$ cat src/common/ooo_pkg.sv
package ooo_pkg;

    localparam int XLEN = 32;

    // reorder buffer size, must match the width of rob_idx_t
    localparam int ROB_DEPTH = 32;

    // register stages in the multiplier
    localparam int MUL_STAGES = 3;

    typedef logic [XLEN-1:0] xlen_t;
    typedef logic [31:0] pc_t;
    typedef logic [4:0] reg_addr_t;
    typedef logic [$clog2(ROB_DEPTH)-1:0] rob_idx_t;

    // one extra bit so a full buffer can be counted
    typedef logic [$clog2(ROB_DEPTH):0] rob_cnt_t;

    typedef enum logic [2:0] {
        op_add,
        op_sub,
        op_xor,
        op_beq,
        op_bne,
        op_mul
    } op_t;

    typedef enum logic [1:0] {
        rob_empty,
        rob_wait,
        rob_done
    } rob_state_t;

    // payload of one reorder buffer slot
    typedef struct packed {
        op_t       op;
        pc_t       pc;
        reg_addr_t rd;
        logic      we;
        logic      pred_taken;
        xlen_t     result;
        logic      br_taken;
        pc_t       br_target;
    } rob_entry_t;

    function automatic logic is_branch(op_t op);
        return (op == op_beq) || (op == op_bne);
    endfunction

endpackage

$ cat src/arch_regfile.sv
module arch_regfile (
    input  logic               clk,
    input  logic               rst,
    input  logic               we_i,
    input  ooo_pkg::reg_addr_t waddr_i,
    input  ooo_pkg::xlen_t     wdata_i,
    input  ooo_pkg::reg_addr_t raddr_i,
    output ooo_pkg::xlen_t     rdata_o
);
    import ooo_pkg::*;

    // x0 has no storage
    xlen_t regs_q [1:31];

    always_ff @(posedge clk) begin
        if (rst) begin
            for (int i = 1; i < 32; i++) begin
                regs_q[i] <= '0;
            end
        end else if (we_i && waddr_i != '0) begin
            regs_q[waddr_i] <= wdata_i;
        end
    end

    assign rdata_o = (raddr_i == '0) ? '0 : regs_q[raddr_i];

endmodule

$ cat config.mk
export PLATFORM = sky130hd
export DESIGN_NAME = arch_regfile
export DESIGN_NICKNAME = d
export VERILOG_FILES = /design/src/common/ooo_pkg.sv /design/src/arch_regfile.sv
export SDC_FILE = /design/constraint.sdc
export NUM_CORES = 1
export LEC_CHECK = 0
export BUFFER_PORTS_ARGS = -buffer_cell sky130_fd_sc_hd__buf_4
export CAP_MARGIN = 20
export CORE_ASPECT_RATIO = 0.6
export CORE_MARGIN = 5
export CORE_UTILIZATION = 40
export CTS_BUF_LIST = sky130_fd_sc_hd__clkbuf_4 sky130_fd_sc_hd__clkbuf_8 sky130_fd_sc_hd__clkbuf_16
export DETAILED_ROUTE_END_ITERATION = 10
export PLACE_DENSITY = 0.59
export SETUP_SLACK_MARGIN = 0.4
export SKIP_CTS_REPAIR_TIMING = 1
export SYNTH_ARGS = -nofsm -noshare
export SYNTH_HDL_FRONTEND = slang
export SYNTH_SLANG_ARGS = --single-unit
$ cat constraint.sdc
create_clock -name clk -period 4.9 [get_ports clk]
set_clock_uncertainty 0.2 [all_clocks]
set_input_delay 0.735 -clock clk [delete_from_list [all_inputs] [get_ports clk]]
set_output_delay 0.735 -clock clk [all_outputs]
set_load 0.05 [all_outputs]
Yosys cells after proc, flatten, opt, wreduce, memory -nomap -nowiden:

Memories as Yosys holds them, arrays and structs flattened.
Index checks and enable logic that the tools add are counted.

* multiplexer cells: 9
* reductions and logical operators: 4

Operators with widths (count)
* 32-bit two-way mux: 2
* 32-bit OR reduction: 1
* 1-bit two-way mux: 6
* 5-bit zero test: 1
* 5-bit two-way mux: 1
* 5-bit nonzero test: 1
* 1-bit logical AND: 1

* bits of input ports: 45
* bits in registers: 0
* memories: 1
* bits in writable memories: 992
* output and inout bits: 32

Memory list
* regs_q: words 31, width 32, rd ports 1, clocked after Yosys merged registers in 0, write ports 31, RTL line arch_regfile.sv:13 `xlen_t regs_q [1:31];`

Logic depth before layout (Yosys ltp):

Gate-level depths: netlist (run 1).

* depth after elaboration: 7
* depth in mapped cells: 7
* depth with buffers taken out: 4

Least setup slack after synthesis (run 1):

OpenSTA, ideal clock, no wires.

* kind: in2out
* from: input port raddr_i[2]
* to: output port rdata_o[23]
* cell stages on the path: 7
* setup slack: 0.981 ns
* required time: 3.965 ns
* data arrival time: 2.984 ns
* path through: buf_4 > buf_6 > buf_4 > mux2i_1 > a221oi_1 > o21ai_1 > a311oi_1

* longest elaborated chain between the ends: 2
* elaborated cells between the ends (all ways): 3
* classes of those cells: 1 x mux; 1 x reduce/logical; 1 x memory

RTL lines
* from (decl): RTL line arch_regfile.sv:7 `input ooo_pkg::reg_addr_t raddr_i,`
* memory read 31 x 32 bit / 5-bit zero test (equally long branches)
* 32-bit two-way mux *: RTL line arch_regfile.sv:25 `assign rdata_o = (raddr_i == '0) ? '0 : regs_q[raddr_i];`
* to (decl): RTL line arch_regfile.sv:8 `output ooo_pkg::xlen_t rdata_o`

Mark *: on every way between the ends. The rest lies on a longest branch, timed or not.

Worst setup path in the final report (run 1):

* from: input port raddr_i[1]
* to: output port rdata_o[8]

Same word-level chain as after synthesis.

==> impl_metrics.ini, run 1 <==
[critical_path]
cp-start-kind = input port
cp_max_fo = 46
path_cells = buf_8 > buf_4 > or4_4 > o21ai_1 > a311oi_1 > buf_4
cp_data_arrival_time_ns = 3.39
end_kind = primary output
crit_start = raddr_i[1]
crit_type = input port to primary output
max_stage_delay_ns = 0.78
required_ns = 3.96
crit_top_cell = buf_4
endpoint = rdata_o[8]
slowest_stage = a311oi_1

[die]
die_y_um = 274
die_area_um2 = 123000
start_util = 0.405
dieWidth_um = 450
coreArea_um2 = 115000
num_rows = 96
ios = 77

[route]
first_pass_iters = 5
drc = 0
ant_nets = 0
wl_per_cell_um = 29.0
drt_first_iter_violations = 3260
via_count = 26014
viasPerCell = 5.70
routed_wl_um = 132000

[synth]
ys_types = 36
ys_seq_area_frac = 0.661
synth_top_cell_by_area = edfxtp_1
synth_cells = 2951
synth_area_um2 = 46500
netlist_top_cells_area = edfxtp_1, and2_1, mux4_2
yosys.area.top_type_share = 0.661
synth_edf_count = 1024
synth_top_flop_cell = edfxtp_1
yosys-top-cells-count = edfxtp_1, and2_1, clkbuf_1, mux4_2, mux2i_1
synth-seq-cells = 1024
syn_avg_cell_area_um2 = 15.8
yosysMostFrequentCell = edfxtp_1
yosysWarnings = 0
async_flop_share = 0

[run]
cap_viol_max_count = 0

[timing]
worst_slew_pin_slew_ns = 1.12
relSlewSlack = 0.250
hold_viol = 0
timing.final.crit_share = 0.882
drv_slew = 0
setup_viol = 0
finalCriticalPeriod_ns = 4.32
fin_setup_tns_ns = 0
rsz0062_at_grt = false
fmax_ghz = 0.231

[finish]
stdcell_count = 4562
nets = 3016
area_delta_synth_final_pct = 11.3
top_regs = regs_q (1024)
drive_above_1_share = 0.208
fill_cells = 9974
register_area_um2 = 30700
max_flop_register = regs_q
multi_input_area_um2 = 14600
largest_reg_flops = 1024

[clock_network]
path_clk_slew_ns = 0.07
ctsRootBufferMaster = clkbuf_16
cts_tree = yes
clockBufferDepth = 3
cts-htree-levels = 3
cts_inserted_buffers = 91
cts_sinks = 1024

[place]
dp_cells = 4396
routabilityCongestion = 0.807
dp_hpwl_um = 79800
port_buffers = 76

[global_route]
grt_usage = 0.213
grt_pass1_wl_um = 190000
grt_max_degree = 64
grt_overflow_total = 0
grt_pass1_vias = 26794
antenna_found_initial = 7

[power_and_ir_drop]
total_power_mw = 19.0
peakVddDrop_uv = 264
p_sw_frac = 0.235
pwr-share-seq = 0.537
combPwrFrac = 0.089
p_switching_mw = 4.46
powerDensity_nw_per_um2 = 368
p_clk_frac = 0.374
internal-power_mw = 14.6
power_leakage_nw = 17.9

[worst_hold_path]
hp-class = input port to register

[status]
status = finished, final reports clean
## metal layers
metal | track usage | up-vias | share of wire | wire (um)
met3 | 0.0558 | 163 | 0.093 | 12300
met2 | 0.326 | 1222 | 0.45 | 59700
met4 | 0.0502 | 4 | 0.021 | 2740
met5 | 0.00234 | - | 0.00039 | 51
li1 | - | 10937 | - | -
met1 | 0.305 | 13688 | 0.43 | 57400
## layout by cell type, fill, tap and decap left out, drive strengths merged, types with 2 or more instances in the layout
master	count
clkinvlp	2
a22oi	32
o2111ai	9
a221oi	23
mux4	224
nand3b	3
edfxtp	1024
clkbuf	115
or2	32
nor2	36
clkinv	34
buf	190
nor2b	34
and2	993
diode	6
nand2	21
a311oi	32
bufinv	5
inv	4
mux2i	64
mux2	32
a211oi	32
o21ai	55
nand2b	2
conb	32
## worst max-delay path, delay by kind of cell
family	cells	cell delay (ns)
buf+inv	3	1.15
compound gates	2	0.92
simple gates	1	0.52
## cell type report
| cell class | count | area share |
|---|---|---|
| clock inverter | 44 | 0.00703 |
| sequential | 1024 | 0.594 |
| tap | 1519 | 0.0367 |
| clock buffer | 115 | 0.0481 |
| antenna | 6 | 0.000290 |
| multi-input combinational | 1663 | 0.282 |
| timing repair buffer | 190 | 0.0317 |
| inverter | 1 | 0.0000725 |
## cell families (layout without fill, tap and decap cells)
logic type | Yosys count | in the layout | synth area share
simple gates | 1128 | 1128 | 0.149
flops | 1024 | 1024 | 0.661
mux | 320 | 320 | 0.132
buf+inv | 295 | 350 | 0.0295
compound gates | 183 | 183 | 0.0283
other cells | 1 | 38 | 0.0000806
## per-stage QoR
stage          utilization  hold slack [ns]  worst slack (ns)  cell area [um^2]
6_report             0.450            0.259             0.578             51800
5_1_grt              0.450            0.232             0.401             51800
4_1_cts              0.450            0.204             0.464             51700
3_5_place_dp         0.425            0.960             0.486             48900
3_3_place_gp         0.425            0.950             0.460             48900
2_1_floorplan            -            0.634             0.981             46600
## worst min path at each step
stage,startpoint,end,slack (ns),cells past startpoint
finish,wdata_i[31],regs_q[0][31],0.26,1
CTS,wdata_i[26],regs_q[0][26],0.20,1
global placement,wdata_i[30],regs_q[0][30],0.95,1
floorplan,wdata_i[0],regs_q[0][0],0.63,0
global route,wdata_i[26],regs_q[0][26],0.23,1
detailed placement,wdata_i[31],regs_q[0][31],0.96,1
## power by group through the flow
stage	Clock [mW]	Sequential, mW	Combinational [mW]
floorplan	0	10.4	1.04
global route	7.58	10.3	1.77
CTS	7.22	10.2	1.70
detailed placement	0	10.4	1.69
finish	7.12	10.2	1.69
global placement	0	10.4	1.68
No activity file was read; power rests on OpenSTA's default activity.
==> inputs of run 2 (changes only) <==
GPL_TIMING_DRIVEN = 0   (was unset)
==> run 2 against run 1 <==
Effect of this change: first-iteration DRC count rose by 5.2%; critical path type unchanged; critical endpoint is now rdata_o[1]; total power rose by 1.3%; wire length rose by 5.4%.
==> impl_metrics.ini, run 2 (synthesis results as in run 1) <==
[die]
num_rows = 96
start_util = 0.405
ios = 77
die_area_um2 = 123000
die_y_um = 274
dieWidth_um = 450
coreArea_um2 = 115000

[critical_path]
cp_max_fo = 10
endpoint = rdata_o[1]
required_ns = 3.96
end_kind = primary output
cp-start-kind = input port
cp_data_arrival_time_ns = 3.64
crit_type = input port to primary output
crit_start = raddr_i[0]

[clock_network]
cts_inserted_buffers = 93
ctsRootBufferMaster = clkbuf_16
cts_tree = yes
cts-htree-levels = 3
cts_sinks = 1024
path_clk_slew_ns = 0.06
clockBufferDepth = 3

[timing]
drv_slew = 0
fin_hold_ws_ns = 0.0555
fmax_ghz = 0.219
finalCriticalPeriod_ns = 4.58
timing.final.crit_share = 0.934
relSlewSlack = 0.195
fin_setup_tns_ns = 0
worst_slew_pin_slew_ns = 1.21
hold_viol = 0
rsz0062_at_grt = true
setup_viol = 0
setup_ws_ns = 0.323

[global_route]
antenna_found_initial = 5
grt_overflow_total = 0
grt_pass1_vias = 25324
grt_usage = 0.223
grt_max_degree = 33
grt_pass1_wl_um = 194000

[finish]
top_regs = regs_q (1024)
drive_above_1_share = 0.183
max_flop_register = regs_q
final_common_cell = edfxtp_1
layout_common_cells = edfxtp_1, and2_1, clkbuf_1, mux4_2, clkbuf_16
nets = 3204
fin_util = 0.455
stdcell_count = 4752
area_delta_synth_final_pct = 12.4
largest_reg_flops = 1024

[route]
drt_first_iter_violations = 3430
wl_per_cell_um = 29.3
via_count = 26419
drc = 0
first_pass_iters = 5
ant_nets = 0
viasPerCell = 5.56
routed_wl_um = 139000

[place]
port_buffers = 72
dp_cells = 4579
dp_hpwl_um = 100000
post-place-ws_ns = 0.170
routabilityCongestion = 0.881

[power_and_ir_drop]
powerDensity_nw_per_um2 = 369
peakVddDrop_uv = 240
power_leakage_nw = 18.0

[status]
status = finished, final reports clean

[worst_hold_path]
hp-class = input port to register

[run]
cap_viol_max_count = 0
run 2: changes by cell type in the layout (fill, tap and decap cells not counted), moves of 16 or more:
cell,previous run,this run
buf_2,0,36
buf_6,0,16
buf_4,172,95
clkbuf_1,0,214
nor2_2,33,1
nor2_1,3,34
run 2: final cells by class:
class / instances / area [um^2]
Antenna cell: 4 / 10.0
Multi-Input combinational cell: 1663 / 14600
Inverter: 1 / 3.75
Clock inverter: 45 / 338
Fill cell: 10075 / 62700
Sequential cell: 1024 / 30700
Clock buffer: 120 / 2580
Buffer: 294 / 1380
Timing Repair Buffer: 82 / 729
Tap cell: 1519 / 1900
run 2: worst max-delay path, stage by stage:
cell	delay, ns
buf_2	0.20
inv_2	0.13
buf_2	0.49
buf_4	0.35
buf_2	0.42
o21ai_0	0.32
a311oi_2	0.65
buf_4	0.32
run 2: how the worst min path moves through the flow:
stage                      startpoint            end  cells past startpoint
after floorplan            wdata_i[0]   regs_q[0][0]                      0
after global placement     wdata_i[9]   regs_q[0][9]                      1
after detailed placement  wdata_i[10]  regs_q[0][10]                      1
after CTS                 wdata_i[10]  regs_q[0][10]                      1
after global routing      wdata_i[10]  regs_q[0][10]                      1
final                     wdata_i[10]  regs_q[0][10]                      1
run 2: routing by layer:
layer,part of all wire,track usage
met1,0.49,0.368
met2,0.40,0.295
met3,0.098,0.0512
met4,0.017,0.0455
met5,0,0
run 2: power by group:
| group | switching, mW | leakage, nW | internal [mW] | total (mW) |
|---|---|---|---|---|
| clock network | 3.37 | 1.48 | 3.94 | 7.31 |
| logic | 1.15 | 6.76 | 0.605 | 1.75 |
| registers | 0.123 | 9.75 | 10.1 | 10.2 |
run 2: through the flow:
stage / instance area, um^2 / total power [mW]
after global routing: 52300 / 19.8
after floorplan: 46600 / 11.4
after CTS: 52100 / 19.3
final: 52300 / 19.3
after global placement: 49100 / 12.1
after detailed placement: 49200 / 12.1
