[src/common/ooo_pkg.sv]
package ooo_pkg;

    localparam int XLEN = 32;

    // reorder buffer size, must match the width of rob_idx_t
    localparam int ROB_DEPTH = 32;

    // register stages in the multiplier
    localparam int MUL_STAGES = 3;

    typedef logic [XLEN-1:0] xlen_t;
    typedef logic [31:0] pc_t;
    typedef logic [4:0] reg_addr_t;
    typedef logic [$clog2(ROB_DEPTH)-1:0] rob_idx_t;

    // one extra bit so a full buffer can be counted
    typedef logic [$clog2(ROB_DEPTH):0] rob_cnt_t;

    typedef enum logic [2:0] {
        op_add,
        op_sub,
        op_xor,
        op_beq,
        op_bne,
        op_mul
    } op_t;

    typedef enum logic [1:0] {
        rob_empty,
        rob_wait,
        rob_done
    } rob_state_t;

    // payload of one reorder buffer slot
    typedef struct packed {
        op_t       op;
        pc_t       pc;
        reg_addr_t rd;
        logic      we;
        logic      pred_taken;
        xlen_t     result;
        logic      br_taken;
        pc_t       br_target;
    } rob_entry_t;

    function automatic logic is_branch(op_t op);
        return (op == op_beq) || (op == op_bne);
    endfunction

endpackage

[src/common/cdb_if.sv]
interface cdb_if;
    import ooo_pkg::*;

    logic     valid;
    rob_idx_t tag;
    xlen_t    data;
    // branch outcome, only meaningful on the alu bus
    logic     br_taken;
    pc_t      br_target;

    modport unit (
        output valid, tag, data, br_taken, br_target
    );

    modport buffer (
        input valid, tag, data, br_taken, br_target
    );

endinterface

[src/alu_pipe.sv]
module alu_pipe (
    input  logic              clk,
    input  logic              rst,
    input  logic              issue_i,
    input  ooo_pkg::op_t      op_i,
    input  ooo_pkg::pc_t      pc_i,
    input  ooo_pkg::xlen_t    a_i,
    input  ooo_pkg::xlen_t    b_i,
    input  ooo_pkg::xlen_t    imm_i,
    input  ooo_pkg::rob_idx_t tag_i,
    input  logic              flush_i,
    cdb_if.unit               cdb
);
    import ooo_pkg::*;

    xlen_t    result;
    logic     taken;
    logic     valid_q;
    rob_idx_t tag_q;
    xlen_t    data_q;
    logic     taken_q;
    pc_t      target_q;

    always_comb begin
        result = '0;
        taken = 1'b0;
        case (op_i)
            op_add: result = a_i + b_i;
            op_sub: result = a_i - b_i;
            op_xor: result = a_i ^ b_i;
            op_beq: taken = (a_i == b_i);
            op_bne: taken = (a_i != b_i);
            default: result = '0;
        endcase
    end

    always_ff @(posedge clk) begin
        if (rst || flush_i) begin
            valid_q <= 1'b0;
        end else begin
            valid_q <= issue_i;
        end
    end

    always_ff @(posedge clk) begin
        if (issue_i) begin
            tag_q <= tag_i;
            data_q <= result;
            taken_q <= taken;
            target_q <= pc_i + imm_i;
        end
    end

    assign cdb.valid = valid_q;
    assign cdb.tag = tag_q;
    assign cdb.data = data_q;
    assign cdb.br_taken = taken_q;
    assign cdb.br_target = target_q;

endmodule

[src/flat_wrapper.sv]
// flat-port wrapper written by rule: the top's interface ports become plain ports
module alu_pipe_flat import ooo_pkg::*;
  (clk, rst, issue_i, op_i, pc_i, a_i, b_i, imm_i, tag_i, flush_i, cdb_valid, cdb_tag, cdb_data, cdb_br_taken, cdb_br_target);
  cdb_if cdb_i ();
  input  logic clk;
  input  logic rst;
  input  logic issue_i;
  input  ooo_pkg::op_t op_i;
  input  ooo_pkg::pc_t pc_i;
  input  ooo_pkg::xlen_t a_i;
  input  ooo_pkg::xlen_t b_i;
  input  ooo_pkg::xlen_t imm_i;
  input  ooo_pkg::rob_idx_t tag_i;
  input  logic flush_i;
  output wire logic [$bits(cdb_i.valid)-1:0] cdb_valid;
  output wire logic [$bits(cdb_i.tag)-1:0] cdb_tag;
  output wire logic [$bits(cdb_i.data)-1:0] cdb_data;
  output wire logic [$bits(cdb_i.br_taken)-1:0] cdb_br_taken;
  output wire logic [$bits(cdb_i.br_target)-1:0] cdb_br_target;
  assign cdb_valid = cdb_i.valid;
  assign cdb_tag = cdb_i.tag;
  assign cdb_data = cdb_i.data;
  assign cdb_br_taken = cdb_i.br_taken;
  assign cdb_br_target = cdb_i.br_target;
  alu_pipe u_core (.clk(clk), .rst(rst), .issue_i(issue_i), .op_i(op_i), .pc_i(pc_i), .a_i(a_i), .b_i(b_i), .imm_i(imm_i), .tag_i(tag_i), .flush_i(flush_i), .cdb(cdb_i));
endmodule
[config.mk]
export PLATFORM = sky130hd
export DESIGN_NAME = alu_pipe_flat
export DESIGN_NICKNAME = d
export VERILOG_FILES = /design/src/common/ooo_pkg.sv /design/src/common/cdb_if.sv /design/src/alu_pipe.sv /design/src/flat_wrapper.sv
export SDC_FILE = /design/constraint.sdc
export NUM_CORES = 1
export LEC_CHECK = 0
export BUFFER_PORTS_ARGS = -buffer_cell sky130_fd_sc_hd__buf_4
export CORE_ASPECT_RATIO = 1.1
export CORE_UTILIZATION = 25
export CTS_CLUSTER_SIZE = 8
export DETAILED_ROUTE_END_ITERATION = 16
export PLACE_DENSITY = 0.45
export SYNTH_ARGS = -nofsm -noshare
export SYNTH_HDL_FRONTEND = slang
export SYNTH_SLANG_ARGS = --single-unit
[constraint.sdc]
create_clock -name clk -period 7.1 [get_ports clk]
set_clock_uncertainty 0.05 [all_clocks]
set_input_delay 0.71 -clock clk [delete_from_list [all_inputs] [get_ports clk]]
set_output_delay 0.71 -clock clk [all_outputs]
set_load 0.05 [all_outputs]
**After elaboration in Yosys (flattened, before gate mapping)**

Cells that the tools add are included.

- Register bits after elaboration: 71
- Latch bits: 0
- Memory bits (writable): 0
- ROM bits: 0
- Output and inout port bits: 71
- Word-level logic and storage cells: 19
- Memories: 0

- $add $sub $neg: 3
- Multipliers: 0
- Divide/modulo/power cells: 0
- Magnitude comparators: 0
- Equality and inequality tests: 6
- Shift operators: 0
- Multiplexer cells: 2
- Bitwise operators: 1
- Reduce and logical (&&, ||, !) cells: 2

Operators with widths:

| cell | count |
|---|---|
| $pmux W32 S3 | 1 |
| $add A32 B32 Y32 | 2 |
| $eq A32 B32 Y1 | 1 |
| $ne A32 B32 Y1 | 1 |
| $sub A32 B32 Y32 | 1 |
| $xor A32 B32 Y32 | 1 |
| $eq A3 B2 Y1 const B | 2 |
| $eq A3 B1 Y1 const B | 1 |
| $eq A3 B3 Y1 const B | 1 |
| $logic_not A3 Y1 | 1 |
| $pmux W1 S2 | 1 |
| $logic_or A1 B1 Y1 | 1 |

**Depth between registers and ports, before layout**

- Word-level depth: 2
- Gate-level depth with buffers: 13

**Worst setup path after synthesis**

Ideal clock, no wire load.

- Kind: input to register
- Start: in b_i[12]
- End: reg u_core.data_q[30], in the netlist u_core.cdb.data[30] (data pin)
- Setup time: 0.264 ns
- Arrival time: 3.198 ns
- Data required time: 6.786 ns
- Slack: 3.587 ns
- Cell stages on the path: 11
- Path buffers: 1
- Cell sequence: inv_1 > ha_1 > clkbuf_1 > or4_1 > or4_1 > o211a_1 > o311a_4 > o31ai_4 > a221o_1 > or4_1 > nand4_1

- Cells in the longest elaborated chain, start to end: 2
- Elaborated cells between the ends (all ways): 3
- Classes of those cells: add/sub: 2; mux: 1

RTL lines:

| what | RTL line | source |
|---|---|---|
| start, declared | flat_wrapper.sv:11 | `input ooo_pkg::xlen_t b_i;` |
| $sub A32 B32 Y32 or $add A32 B32 Y32 (tied branches) | alu_pipe.sv:29, alu_pipe.sv:28 |  |
| $pmux W32 S3 (*) | alu_pipe.sv:27 | `case (op_i)` |
| named net u_core.result[30] | alu_pipe.sv:16 | `xlen_t result;` |
| end signal, assigned | alu_pipe.sv:48 | `data_q <= result;` |
| end, declared | alu_pipe.sv:20 | `xlen_t data_q;` |

Mark *: on every way through the listed nets, which the timed path passes. The rest lies on a longest branch.
A chain may end at the register's enable or synchronous reset.

**Final worst setup path**

- Start: in a_i[0]
- End: reg u_core.data_q[30], in the netlist u_core.cdb.data[30] (data pin)

- Cells in the longest elaborated chain, start to end: 2
- Elaborated cells between the ends (all ways): 3
- Classes of those cells: add/sub: 2; mux: 1

RTL lines:

| what | RTL line | source |
|---|---|---|
| start, declared | flat_wrapper.sv:10 | `input ooo_pkg::xlen_t a_i;` |
| $sub A32 B32 Y32 or $add A32 B32 Y32 (tied branches) | alu_pipe.sv:29, alu_pipe.sv:28 |  |
| $pmux W32 S3 (*) | alu_pipe.sv:27 |  |
| named net u_core.result[30] | alu_pipe.sv:16 |  |

Marked as above.

==> impl_metrics.csv <==
group,metric,value,unit
outcome,outcome,"finished, final reports clean",
global_routing,antenna_found_initial,0,
placed_design,gp_congestion,0.825,
placed_design,dp_hpwl,20400,µm
worst_setup_path,crit_fanout,3,
pwr,p_int,1070,µW
routing,ant_nets,0,
timing,rsz0062_at_grt,"false",
timing,finalHoldViolCount,0,
pwr,p_comb_share,46.4,%
worst_setup_path,path_cells,"buf_4 > ha_1 > fa_1 > nor2b_1 > o211ai_1 > and3_1 > o31a_1 > o211a_1 > o311a_4 > o31ai_4 > a221o_1 > or4_1 > nand4_1",
die,design.core.area,0.0305,mm²
synth,yosysWarnings,0,
placed_design,place_inst,1511,
clock_network,ctsResizeCount,0,
routing,via_per_inst,5.02,
pwr,pwr-share-seq,29.7,%
timing,finalWorstPathRequiredPeriod,3.68,ns
placed_design,place_area,0.00968,mm²
synth,avgSynthCellArea,8.32,µm²
synth,synthDominantCellAreaShare,27.1,%
global_routing,grt_max_degree,72,
pwr,cellPowerDensity,185,mW/mm²
clock_network,holdBufCountCts,0,
clock_network,root_buffer,"clkbuf_16",
cells_and_area,final_area,0.00995,mm²
timing,drv_slew,0,
timing,fmax,272,MHz
clock_network,htree_levels,3,
worst_setup_path,cp_slowest_cell,"fa_1",
worst_setup_path,crit_family,"compound AO/OA/AOI/OAI gates",
synth,syn_nets,1168,
synth,synth-edff-count,70,
worst_setup_path,critPathBufInv,1,
cells_and_area,layout.cells.non_filler,1526,
synth,synth_area_leader_cell,"edfxtp_1",
routing,drc_errors,0,
die,ios,211,
routing,num_vias,7653,
timing,fin_crit_sh,51.9,%
worst_setup_path,cpPeakStageDelay,0.42,ns
timing,worstMarginPinSlew,1.03,ns
pwr,leakage,0.00436,µW
synth,yosys_most_used_dff,"edfxtp_1",
timing,finalSetupTns,0,ns
global_routing,grt_use_total,16.4,%
global_routing,grt_pass1_wl,40600,µm
pwr,pwr-share-clk,23.9,%
routing,dr.pass1.iters,5,
synth,synth_area_leaders,"edfxtp_1 27%, ha_1 15%, a21oi_1 7.0%, nor2_1 4.7%, inv_1 3.8%",
synth,yosysMostFrequentCell,"a21oi_1",
pwr,ir_worst_vdd,0.0751,mV
hold_path,hold_start,"rst",
clock_network,post_cts_buffers,0,
synth,syn-cell-area,0.00776,mm²
die,die_x,170,µm
clock_network,clkTransAtPathRegs,0.07,ns
cells_and_area,nNetsFinal,1344,
die,initial_core_util,25.4,%
worst_setup_path,end_kind,"flop",
worst_setup_path,crit_type,"input port to flop",
clock_network,cts_sinks,71,
routing,routed_wl,26500,µm
worst_setup_path,start_kind,"input port",
global_routing,grt_pass1_vias,7438,
placed_design,portBuffers,210,
synth,synth-seq-area-share,27.4,%
routing,wl_per_cell,17.4,µm
die,dieArea,0.0317,mm²
die,rows,67,
global_routing,grt-ovfl-total,0,
worst_setup_path,timing.critical_path.arrival,3.85,ns
clock_network,cts_tree,"built",
synth,synth_common_cells,"108 x a21oi_1, 97 x nor2_1, 93 x ha_1",
cells_and_area,drive_above_1_share,22.9,%
synth,synth_cell_types,77,
timing,setup_viol,0,
pwr,power.switching,767,µW
routing,first_iter_violations,567,
cells_and_area,area_growth,28.2,%
hold_path,hold_end,"u_core.cdb.valid$_SDFF_PP0_",
die,chipHeight,187,µm
hold_path,hold_depth,2,
synth,synth_seq_cells,71,
hold_path,hp-class,"input port to flop",
pwr,switching_share,41.7,%
synth,async_reset_ff_share,0,%
cells_and_area,diodes,0,
worst_setup_path,cp_data_required_time,7.27,ns
run,cap_viol_max_count,0,
clock_network,cts_buffers,9,
synth,syn-instance-count,932,
timing,maxSlewHeadroom,31.4,%
clock_network,clockBufferDepth,2,
## worst max-delay path by stage
stage                 start                            end  cells past startpoint
floorplan           b_i[12]  u_core.cdb.data[30]$_DFFE_PP_                     11
global placement     a_i[0]  u_core.cdb.data[30]$_DFFE_PP_                     13
detailed placement   a_i[0]  u_core.cdb.data[30]$_DFFE_PP_                     13
CTS                  a_i[0]  u_core.cdb.data[30]$_DFFE_PP_                     13
global route         a_i[0]  u_core.cdb.data[30]$_DFFE_PP_                     13
finish               a_i[0]  u_core.cdb.data[30]$_DFFE_PP_                     13
## area by class of cell
type	instances	area [µm²]
clock buffers	10	229
clock inverters	5	36.3
fillers	3351	20600
inverters	79	297
multi-input cells	735	5150
flip-flops and latches	71	2120
well taps	414	518
repair buffers	212	1590
## sequential cells by signal, summed over array words and instances, names as in the netlist
name / cells
u_core.cdb.br_taken: 1
u_core.cdb.br_target: 32
u_core.cdb.data: 32
u_core.cdb.tag: 5
u_core.cdb.valid: 1
## metrics by stage
step,hold WS (ns),utilization [%],worst slack (ns),power (µW)
4_1_cts,0.448,32.6,3.44,1860
6_report,0.463,32.6,3.42,1840
2_1_floorplan,0.735,-,3.59,1130
5_1_grt,0.449,32.6,3.23,1940
3_3_place_gp,0.819,31.7,3.06,1410
3_5_place_dp,0.824,31.7,3.06,1410
## power by group through the flow
| stage | Combinational [µW] | Sequential [µW] | Clock (µW) |
|---|---|---|---|
| after floorplan | 393 | 737 | 0 |
| after global placement | 854 | 556 | 0 |
| after detailed placement | 854 | 555 | 0 |
| after CTS | 856 | 547 | 455 |
| after global routing | 922 | 552 | 468 |
| final | 854 | 546 | 440 |
## cell usage in the layout, fill, tap and decap left out, types with 5 or more instances in the layout
master	n
o31ai_1	10
xor2_1	10
nor2_1	97
a21oi_1	108
a211oi_1	14
a31oi_1	10
o32a_1	7
o21ai_0	50
nand2_1	48
and3_1	11
clkbuf_16	9
inv_1	79
a21o_1	23
buf_4	212
edfxtp_1	70
nand2b_1	11
nor4_1	9
or2_2	7
ha_1	93
o21a_1	9
xnor2_1	31
or4_1	7
nor3b_1	5
nor2b_1	10
nand3_1	12
nor3_1	20
o21bai_1	15
a211o_1	6
o211ai_1	13
nand4_1	18
## metal layers
| metal | routed length (µm) | track usage [%] | vias to the layer above |
|---|---|---|---|
| met2 | 13100 | 28.4 | 215 |
| li1 | - | - | 3799 |
| met4 | 370 | 4.33 | 0 |
| met1 | 11600 | 20.8 | 3613 |
| met3 | 1430 | 2.88 | 26 |
| met5 | 0 | 0 | - |
## kinds of logic (layout without fill, tap and decap cells)
| family | Yosys count | in the layout | share of synthesized area, % |
|---|---|---|---|
| AND/OR/NAND/NOR | 268 | 268 | 16.9 |
| XOR/XNOR | 41 | 41 | 4.63 |
| AO/OA/AOI/OAI | 324 | 324 | 28.3 |
| buffers and inverters | 126 | 306 | 6.21 |
| adder cells (fa/ha/maj) | 96 | 96 | 15.8 |
| flip-flops | 71 | 71 | 27.4 |
| multiplexers | 6 | 6 | 0.823 |
(Power assumes the default switching activity.)
