`src/common/ooo_pkg.sv`:
```
package ooo_pkg;

    localparam int XLEN = 32;

    // reorder buffer size, must match the width of rob_idx_t
    localparam int ROB_DEPTH = 32;

    // register stages in the multiplier
    localparam int MUL_STAGES = 3;

    typedef logic [XLEN-1:0] xlen_t;
    typedef logic [31:0] pc_t;
    typedef logic [4:0] reg_addr_t;
    typedef logic [$clog2(ROB_DEPTH)-1:0] rob_idx_t;

    // one extra bit so a full buffer can be counted
    typedef logic [$clog2(ROB_DEPTH):0] rob_cnt_t;

    typedef enum logic [2:0] {
        op_add,
        op_sub,
        op_xor,
        op_beq,
        op_bne,
        op_mul
    } op_t;

    typedef enum logic [1:0] {
        rob_empty,
        rob_wait,
        rob_done
    } rob_state_t;

    // payload of one reorder buffer slot
    typedef struct packed {
        op_t       op;
        pc_t       pc;
        reg_addr_t rd;
        logic      we;
        logic      pred_taken;
        xlen_t     result;
        logic      br_taken;
        pc_t       br_target;
    } rob_entry_t;

    function automatic logic is_branch(op_t op);
        return (op == op_beq) || (op == op_bne);
    endfunction

endpackage

```
`src/common/cdb_if.sv`:
```
interface cdb_if;
    import ooo_pkg::*;

    logic     valid;
    rob_idx_t tag;
    xlen_t    data;
    // branch outcome, only meaningful on the alu bus
    logic     br_taken;
    pc_t      br_target;

    modport unit (
        output valid, tag, data, br_taken, br_target
    );

    modport buffer (
        input valid, tag, data, br_taken, br_target
    );

endinterface

```
`src/rob/rob.sv`:
```
module rob (
    input  logic               clk,
    input  logic               rst,
    input  logic               alloc_i,
    input  ooo_pkg::op_t       alloc_op_i,
    input  ooo_pkg::pc_t       alloc_pc_i,
    input  ooo_pkg::reg_addr_t alloc_rd_i,
    input  logic               alloc_pred_taken_i,
    output ooo_pkg::rob_idx_t  alloc_tag_o,
    output logic               full_o,
    cdb_if.buffer              alu_cdb,
    cdb_if.buffer              mul_cdb,
    output logic               retire_valid_o,
    output ooo_pkg::pc_t       retire_pc_o,
    output ooo_pkg::reg_addr_t retire_rd_o,
    output logic               retire_we_o,
    output ooo_pkg::xlen_t     retire_data_o,
    output logic               flush_o,
    output ooo_pkg::pc_t       redirect_pc_o
);
    import ooo_pkg::*;

    rob_state_t state_q [ROB_DEPTH];
    rob_entry_t entry_q [ROB_DEPTH];

    rob_idx_t head_q;
    rob_idx_t tail_q;
    rob_cnt_t count_q;
    logic     ready_q;

    rob_entry_t head_entry;
    logic       mispredict;

    assign head_entry = entry_q[head_q];
    assign alloc_tag_o = tail_q;

    // held full until the first cycle out of reset
    assign full_o = (count_q == rob_cnt_t'(ROB_DEPTH)) || !ready_q;

    // head retires as soon as its result is in
    assign retire_valid_o = (state_q[head_q] == rob_done);
    assign retire_pc_o = head_entry.pc;
    assign retire_rd_o = head_entry.rd;
    assign retire_we_o = retire_valid_o && head_entry.we;
    assign retire_data_o = head_entry.result;

    assign mispredict = retire_valid_o && is_branch(head_entry.op)
                        && (head_entry.br_taken != head_entry.pred_taken);
    assign flush_o = mispredict;
    assign redirect_pc_o = head_entry.br_taken ? head_entry.br_target
                                               : head_entry.pc + pc_t'(4);

    always_ff @(posedge clk) begin
        if (rst) begin
            head_q <= '0;
            tail_q <= '0;
            count_q <= '0;
            ready_q <= 1'b0;
            for (int i = 0; i < ROB_DEPTH; i++) begin
                state_q[i] <= rob_empty;
            end
        end else if (flush_o) begin
            // drop the branch and everything younger
            head_q <= head_q + rob_idx_t'(1);
            tail_q <= head_q + rob_idx_t'(1);
            count_q <= '0;
            for (int i = 0; i < ROB_DEPTH; i++) begin
                state_q[i] <= rob_empty;
            end
        end else begin
            ready_q <= 1'b1;
            if (alu_cdb.valid) begin
                state_q[alu_cdb.tag] <= rob_done;
            end
            if (mul_cdb.valid) begin
                state_q[mul_cdb.tag] <= rob_done;
            end
            if (retire_valid_o) begin
                state_q[head_q] <= rob_empty;
                head_q <= head_q + rob_idx_t'(1);
            end
            if (alloc_i) begin
                state_q[tail_q] <= rob_wait;
                tail_q <= tail_q + rob_idx_t'(1);
            end
            case ({alloc_i, retire_valid_o})
                2'b10: count_q <= count_q + rob_cnt_t'(1);
                2'b01: count_q <= count_q - rob_cnt_t'(1);
                default: count_q <= count_q;
            endcase
        end
    end

    // payload, alloc and writeback touch disjoint fields
    always_ff @(posedge clk) begin
        if (alloc_i) begin
            entry_q[tail_q].op <= alloc_op_i;
            entry_q[tail_q].pc <= alloc_pc_i;
            entry_q[tail_q].rd <= alloc_rd_i;
            entry_q[tail_q].we <= !is_branch(alloc_op_i) && (alloc_rd_i != '0);
            entry_q[tail_q].pred_taken <= alloc_pred_taken_i;
        end
        if (alu_cdb.valid) begin
            entry_q[alu_cdb.tag].result <= alu_cdb.data;
            entry_q[alu_cdb.tag].br_taken <= alu_cdb.br_taken;
            entry_q[alu_cdb.tag].br_target <= alu_cdb.br_target;
        end
        if (mul_cdb.valid) begin
            entry_q[mul_cdb.tag].result <= mul_cdb.data;
            entry_q[mul_cdb.tag].br_taken <= mul_cdb.br_taken;
            entry_q[mul_cdb.tag].br_target <= mul_cdb.br_target;
        end
    end

    // dispatch steering in the top level must respect full
    a_no_alloc_full: assert property (@(posedge clk) disable iff (rst)
        alloc_i |-> !full_o);

    // units must only write back live, unfinished entries
    a_alu_wb_wait: assert property (@(posedge clk) disable iff (rst)
        alu_cdb.valid |-> (state_q[alu_cdb.tag] == rob_wait));

    a_mul_wb_wait: assert property (@(posedge clk) disable iff (rst)
        mul_cdb.valid |-> (state_q[mul_cdb.tag] == rob_wait));

    a_count_bound: assert property (@(posedge clk) disable iff (rst)
        count_q <= rob_cnt_t'(ROB_DEPTH));

endmodule

```
`src/flat_wrapper.sv`:
```
// flat-port wrapper written by rule: the top's interface ports become plain ports
module rob_flat import ooo_pkg::*;
  (clk, rst, alloc_i, alloc_op_i, alloc_pc_i, alloc_rd_i, alloc_pred_taken_i, alloc_tag_o, full_o, retire_valid_o, retire_pc_o, retire_rd_o, retire_we_o, retire_data_o, flush_o, redirect_pc_o, alu_cdb_valid, alu_cdb_tag, alu_cdb_data, alu_cdb_br_taken, alu_cdb_br_target, mul_cdb_valid, mul_cdb_tag, mul_cdb_data, mul_cdb_br_taken, mul_cdb_br_target);
  cdb_if alu_cdb_i ();
  cdb_if mul_cdb_i ();
  input  logic clk;
  input  logic rst;
  input  logic alloc_i;
  input  ooo_pkg::op_t alloc_op_i;
  input  ooo_pkg::pc_t alloc_pc_i;
  input  ooo_pkg::reg_addr_t alloc_rd_i;
  input  logic alloc_pred_taken_i;
  output ooo_pkg::rob_idx_t alloc_tag_o;
  output logic full_o;
  output logic retire_valid_o;
  output ooo_pkg::pc_t retire_pc_o;
  output ooo_pkg::reg_addr_t retire_rd_o;
  output logic retire_we_o;
  output ooo_pkg::xlen_t retire_data_o;
  output logic flush_o;
  output ooo_pkg::pc_t redirect_pc_o;
  input wire logic [$bits(alu_cdb_i.valid)-1:0] alu_cdb_valid;
  input wire logic [$bits(alu_cdb_i.tag)-1:0] alu_cdb_tag;
  input wire logic [$bits(alu_cdb_i.data)-1:0] alu_cdb_data;
  input wire logic [$bits(alu_cdb_i.br_taken)-1:0] alu_cdb_br_taken;
  input wire logic [$bits(alu_cdb_i.br_target)-1:0] alu_cdb_br_target;
  input wire logic [$bits(mul_cdb_i.valid)-1:0] mul_cdb_valid;
  input wire logic [$bits(mul_cdb_i.tag)-1:0] mul_cdb_tag;
  input wire logic [$bits(mul_cdb_i.data)-1:0] mul_cdb_data;
  input wire logic [$bits(mul_cdb_i.br_taken)-1:0] mul_cdb_br_taken;
  input wire logic [$bits(mul_cdb_i.br_target)-1:0] mul_cdb_br_target;
  assign alu_cdb_i.valid = alu_cdb_valid;
  assign alu_cdb_i.tag = alu_cdb_tag;
  assign alu_cdb_i.data = alu_cdb_data;
  assign alu_cdb_i.br_taken = alu_cdb_br_taken;
  assign alu_cdb_i.br_target = alu_cdb_br_target;
  assign mul_cdb_i.valid = mul_cdb_valid;
  assign mul_cdb_i.tag = mul_cdb_tag;
  assign mul_cdb_i.data = mul_cdb_data;
  assign mul_cdb_i.br_taken = mul_cdb_br_taken;
  assign mul_cdb_i.br_target = mul_cdb_br_target;
  rob u_core (.clk(clk), .rst(rst), .alloc_i(alloc_i), .alloc_op_i(alloc_op_i), .alloc_pc_i(alloc_pc_i), .alloc_rd_i(alloc_rd_i), .alloc_pred_taken_i(alloc_pred_taken_i), .alloc_tag_o(alloc_tag_o), .full_o(full_o), .alu_cdb(alu_cdb_i), .mul_cdb(mul_cdb_i), .retire_valid_o(retire_valid_o), .retire_pc_o(retire_pc_o), .retire_rd_o(retire_rd_o), .retire_we_o(retire_we_o), .retire_data_o(retire_data_o), .flush_o(flush_o), .redirect_pc_o(redirect_pc_o));
endmodule
```
`config.mk`:
```
export PLATFORM = sky130hd
export DESIGN_NAME = rob_flat
export DESIGN_NICKNAME = d
export VERILOG_FILES = /design/src/common/ooo_pkg.sv /design/src/common/cdb_if.sv /design/src/rob/rob.sv /design/src/flat_wrapper.sv
export SDC_FILE = /design/constraint.sdc
export NUM_CORES = 2
export LEC_CHECK = 0
export ABC_AREA = 0
export BUFFER_PORTS_ARGS = -buffer_cell sky130_fd_sc_hd__buf_2
export CORE_MARGIN = 10
export CORE_UTILIZATION = 30
export CTS_CLUSTER_SIZE = 40
export DETAILED_ROUTE_END_ITERATION = 7
export PLACE_DENSITY_LB_ADDON = 0.12
export SLEW_MARGIN = 15
export SYNTH_ARGS = -nofsm -noshare
export SYNTH_HDL_FRONTEND = slang
export SYNTH_SLANG_ARGS = --single-unit
```
`constraint.sdc`:
```
create_clock -name clk -period 8.6 [get_ports clk]
set_input_delay 1.72 -clock clk [delete_from_list [all_inputs] [get_ports clk]]
set_output_delay 1.72 -clock clk [all_outputs]
set_load 0.005 [all_outputs]
```
# After elaboration in Yosys (flattened, before gate mapping)
# Memories as Yosys holds them, arrays and structs flattened. A register that Yosys moved wholly into a read port is not among the register bits.
# Index checks and enable logic that the tools add are counted.
# W data, S select, Z words.
# word_totals
register_bits	17
ramBits	3488
inputBits	186
out_inout_bits	110
word_cells	148
n_memories	2
# mem_list
memory	depth	width	read_ports	rd_clocked_by_memory_dff	wr	line_no	source
u_core.entry_q	32	107	1	1	3	rob.sv:24	rob_entry_t entry_q [ROB_DEPTH];
u_core.state_q	32	2	1	1	32	rob.sv:23	rob_state_t state_q [ROB_DEPTH];
# classes
add_sub_neg	5
eq_ne	9
n_mux	78
bitwise	32
n_reduce_logical	18
# op_table
operator	n
$mux W2	36
$mux W5	12
$add A32 B3 Y32 const B	1
$mux W32	1
$or A1 B1 Y1	32
$mux W1	28
$pmux W6 S2	1
$add A5 B1 Y5 const B	2
$reduce_or A2 Y1	5
$add A6 B1 Y6 const B	1
$eq A3 B2 Y1 const B	2
$eq A3 B3 Y1 const B	2
$eq A6 B6 Y1 const B	1
$reduce_bool A2 Y1	3
$sub A6 B1 Y6 const B	1
$reduce_bool A5 Y1	1
$eq A2 B2 Y1 const B	2
$logic_and A1 B1 Y1	4
$logic_or A1 B1 Y1	3
$eq A2 B1 Y1 const B	1
$logic_not A1 Y1	2
$ne A1 B1 Y1	1

# Logic depth before layout (Yosys ltp)
# logic_depth
ltp_word	9
mapped_depth	19
mapped_depth_nobuf	15

# Worst setup path after synthesis
# Ideal clock, no wire load.
# synth_path
path_kind	input-to-reg
startpoint	input alu_cdb_tag[3]
endpoint	memory u_core.state_q[16][0] (netlist name)
setup_time_ns	0.120
t_arrival_ns	7.570
required_ns	8.480
slack_ns	0.910
path_stages	6
path_cell_list	clkbuf_1 > or3b_2 > o21ai_0 > inv_1 > a31oi_1 > nor2_1
# synth_lines
element	line_no	source
start: declaration	flat_wrapper.sv:23	input wire logic [$bits(alu_cdb_i.tag)-1:0] alu_cdb_tag;
end: declaration	rob.sv:23	

==> reports/results.ini <==
[status]
status=finished clean

[cts]
hold_buffers=0
clock_latency_ns=1.00
clock_sinks=3510
cts_buffers=412
cts_buffer_depth=4
ctsResizeCount=0
cts_root_buffer=clkbuf_16
clk_pin_slew_ns=0.06
cts_tree=done
cts_setup_buffers=0
h-tree-depth=5

[synthesis]
synth_area_mm2=0.162
synth_xor_area_frac=0.00146
synth.avg_cell_area_um2=18.3
synth_area_leaders=edfxtp_1, mux2_2, mux4_2, mux2i_1, clkbuf_1
syn-num-nets=9036
ys_seq_area_frac=0.646
synthDistinctLibCells=77
postSynthCellCount=8836
synth_top_area_frac=0.636
yosysWarnings=0
synthMuxAreaShare=0.289
synth_flop_cell=edfxtp_1
yosysTopAreaCell=edfxtp_1
synth_edf_count=3424
ys_seq_elements=3510
synth_top_family_by_area=multiplexers
synth_compound_area_frac=0.0141
synth_adder_area_share=0.00113
synth-async-reset-ratio=0
yosys.area_share.simple=0.0207

[timing]
slew_headroom=0.165
drv_slew=0
clock_skew_ns=0.0898
worst_slack_ns=1.12
min_period_over_period=0.870
totalNegativeSetupSlack_ns=0
hold_viol_final=0
tightest_slew_ns=1.25
fmax_mhz=134
rsz0062_at_grt=no
fin_crit_ns=7.48
setup-violations-final=0

[worst_setup_path]
critPathBufInv=3
slowest_stage=nor3_2
slowest_delay_ns=1.00
rrSetupSlack_ns=2.67
worst-endpoint-required_ns=6.88
cp-start-kind=flip-flop
r2r_cells=16
path_delay_family=simple AND/OR/NAND/NOR gates
worstSetupPathType=flip-flop to output pin
crit_chain=buf_4 -> nor2_2 -> buf_4 -> a22oi_1 -> nand3_1 -> nand4_1 -> nand4_2 -> nor3_2 -> a211oi_1 -> a211oi_1 -> buf_2
setup.worst_path.end_class=output pin
r2r-end=u_core.count_q[5]
arrival_ns=5.76
crit_fanout=40

[power_and_ir_drop]
p_total_uw=38200
power_frac_seq=0.502
power_leakage_uw=0.0566
p_per_area_mw_per_mm2=207
p_switching_uw=8610
combPwrFrac=0.050
ir_drop_mv=0.165
swShare=0.225
internal_power_uw=29600
clock_power_share=0.448

[floorplan]
coreArea_mm2=0.537
die_w_um=754
start_util=0.301
std_cell_rows=269
dieArea_mm2=0.569
pin_count=296
die_h_um=754

[drt]
drtPass1Iterations=6
drt_iter0_drc=8842
drc=0
post_drt_wl_per_cell_um=37.1
vias=89325
routed_via_density=5.43
routed_wl_mm=610
drtAntennaViolNets=0

[finish]
drive_gt1_frac=0.464
n_fill_cell=50767
synthToLayoutAreaGrowth_pct=14.0
fin_util=0.343
final_nets=9088

[placement]
dp_hpwl_mm=329
place.gp.congestion=0.761
place_ws_ns=2.05
port_buffers=295

[grt]
grt_start_max_net_pins=101
grtUsageTotal=0.207
grt_pass1_vias=92115
grt_overflow=0
grt_pass1_wl_mm=824
antenna_found_initial=112

[worst_hold_path]
whs_endpoint=u_core.ready_q
min-delay-start=u_core.ready_q
min_path_cells=2
hp-class=flip-flop to flip-flop

[job]
drv_cap=0

[metrics by stage]
| step | hold WS (ns) | instance area (µm²) | std cells |
|---|---|---|---|
| after floorplan | 0.426 | 162000 | 8836 |
| after CTS | 0.468 | 184000 | 16414 |
| after detailed placement | 0.458 | 171000 | 15655 |
| after global routing | 0.478 | 184000 | 16427 |
| final | 0.464 | 184000 | 16457 |
| after global placement | 0.452 | 171000 | 15655 |
[synthesized netlist by cell type (all sizes together) (6+ instances only)]
cell type,number
mux2i,276
nor4,8
xor2,7
nand3,65
or3b,6
clkbuf,627
mux4,906
dfxtp,86
or2,10
nor3,13
a21oi,62
edfxtp,3424
a31o,11
ha,13
nand4,31
o21ai,23
a211oi,31
a221oi,6
nor2,162
xnor2,20
a22oi,96
nand2b,14
o22ai,17
o221ai,18
inv,51
nand3b,9
nor3b,27
mux2,2098
nor2b,16
and2,21
nand2,253
a31oi,38
nor4b,22
buf,313
and3,13
[placed cells by master, fill, tap and decap left out, drive strengths merged, types with 14 or more instances in the layout]
| master | synthesis | routed |
|---|---|---|
| o21ai | 23 | 23 |
| a31oi | 38 | 38 |
| a21oi | 62 | 62 |
| dfxtp | 86 | 86 |
| mux4 | 906 | 906 |
| nand2 | 253 | 253 |
| nor2 | 162 | 162 |
| o221ai | 18 | 18 |
| clkbuf | 627 | 529 |
| buf | 313 | 578 |
| edfxtp | 3424 | 3424 |
| nor4b | 22 | 22 |
| o22ai | 17 | 17 |
| and2 | 21 | 21 |
| nor3b | 27 | 27 |
| mux2i | 276 | 276 |
| mux2 | 2098 | 2098 |
| nor2b | 16 | 16 |
| a211oi | 31 | 31 |
| inv | 51 | 64 |
| nand4 | 31 | 31 |
| nand2b | 14 | 14 |
| xnor2 | 20 | 20 |
| nand3 | 65 | 65 |
| bufinv | 0 | 28 |
| clkinv | 1 | 187 |
| a22oi | 96 | 96 |
| diode | 0 | 43 |
[sequential cells by signal, summed over array words and instances (netlist names), named ones only]
register,cells
u_core.entry_q,3424
u_core.ready_q,1
u_core.alloc_tag_o,5
u_core.head_q,5
u_core.state_q,64
u_core.count_q,6
[worst min-delay path, cell delays in order (launching register included)]
cell     delay [ns]
dfxtp_1        0.32
inv_1          0.05
a21oi_1        0.05
[power by group through the flow]
stage	clock network (µW)	logic, µW	registers, µW
floorplan	0	1130	19500
global placement	0	1880	19500
detailed placement	0	1930	19500
CTS	17500	1940	19100
global route	18200	2050	19200
finish	17100	1920	19100
[logic make-up after synthesis]
logic type / Yosys count
simple gates: 685
mux: 3280
fa+ha+maj: 14
buf+inv: 992
flops: 3510
xor+xnor: 27
compound gates: 328
[area by class of cell]
class	count	area (µm²)	area share
clock buffers	529	10800	0.0588
flip-flops and latches	3510	105000	0.567
well taps	7181	8980	0.0487
multi-input cells	4334	53700	0.291
diodes	43	108	0.000583
inverters	52	253	0.00137
repair buffers	578	3940	0.0214
clock inverters	230	2120	0.0115
[routing by layer]
metal  wire length (µm)  global-route usage
met5                331                   0
met4              15200              0.0484
met3              35900              0.0383
met2             295000               0.345
met1             263000               0.281
[worst max-delay path by stage]
stage | start | to | slack [ns] | depth (start not counted)
after floorplan | alu_cdb_tag[3] | u_core.state_q[16][0] | 0.91 | 6
after global placement | flip-flop | redirect_pc_o[27] | 2.05 | 11
after detailed placement | flip-flop | redirect_pc_o[17] | 2.05 | 11
after CTS | flip-flop | redirect_pc_o[17] | 0.92 | 11
after global routing | flip-flop | redirect_pc_o[17] | 0.77 | 11
final | flip-flop | redirect_pc_o[17] | 1.12 | 11
Note: power is estimated with default switching activity, not from simulation.
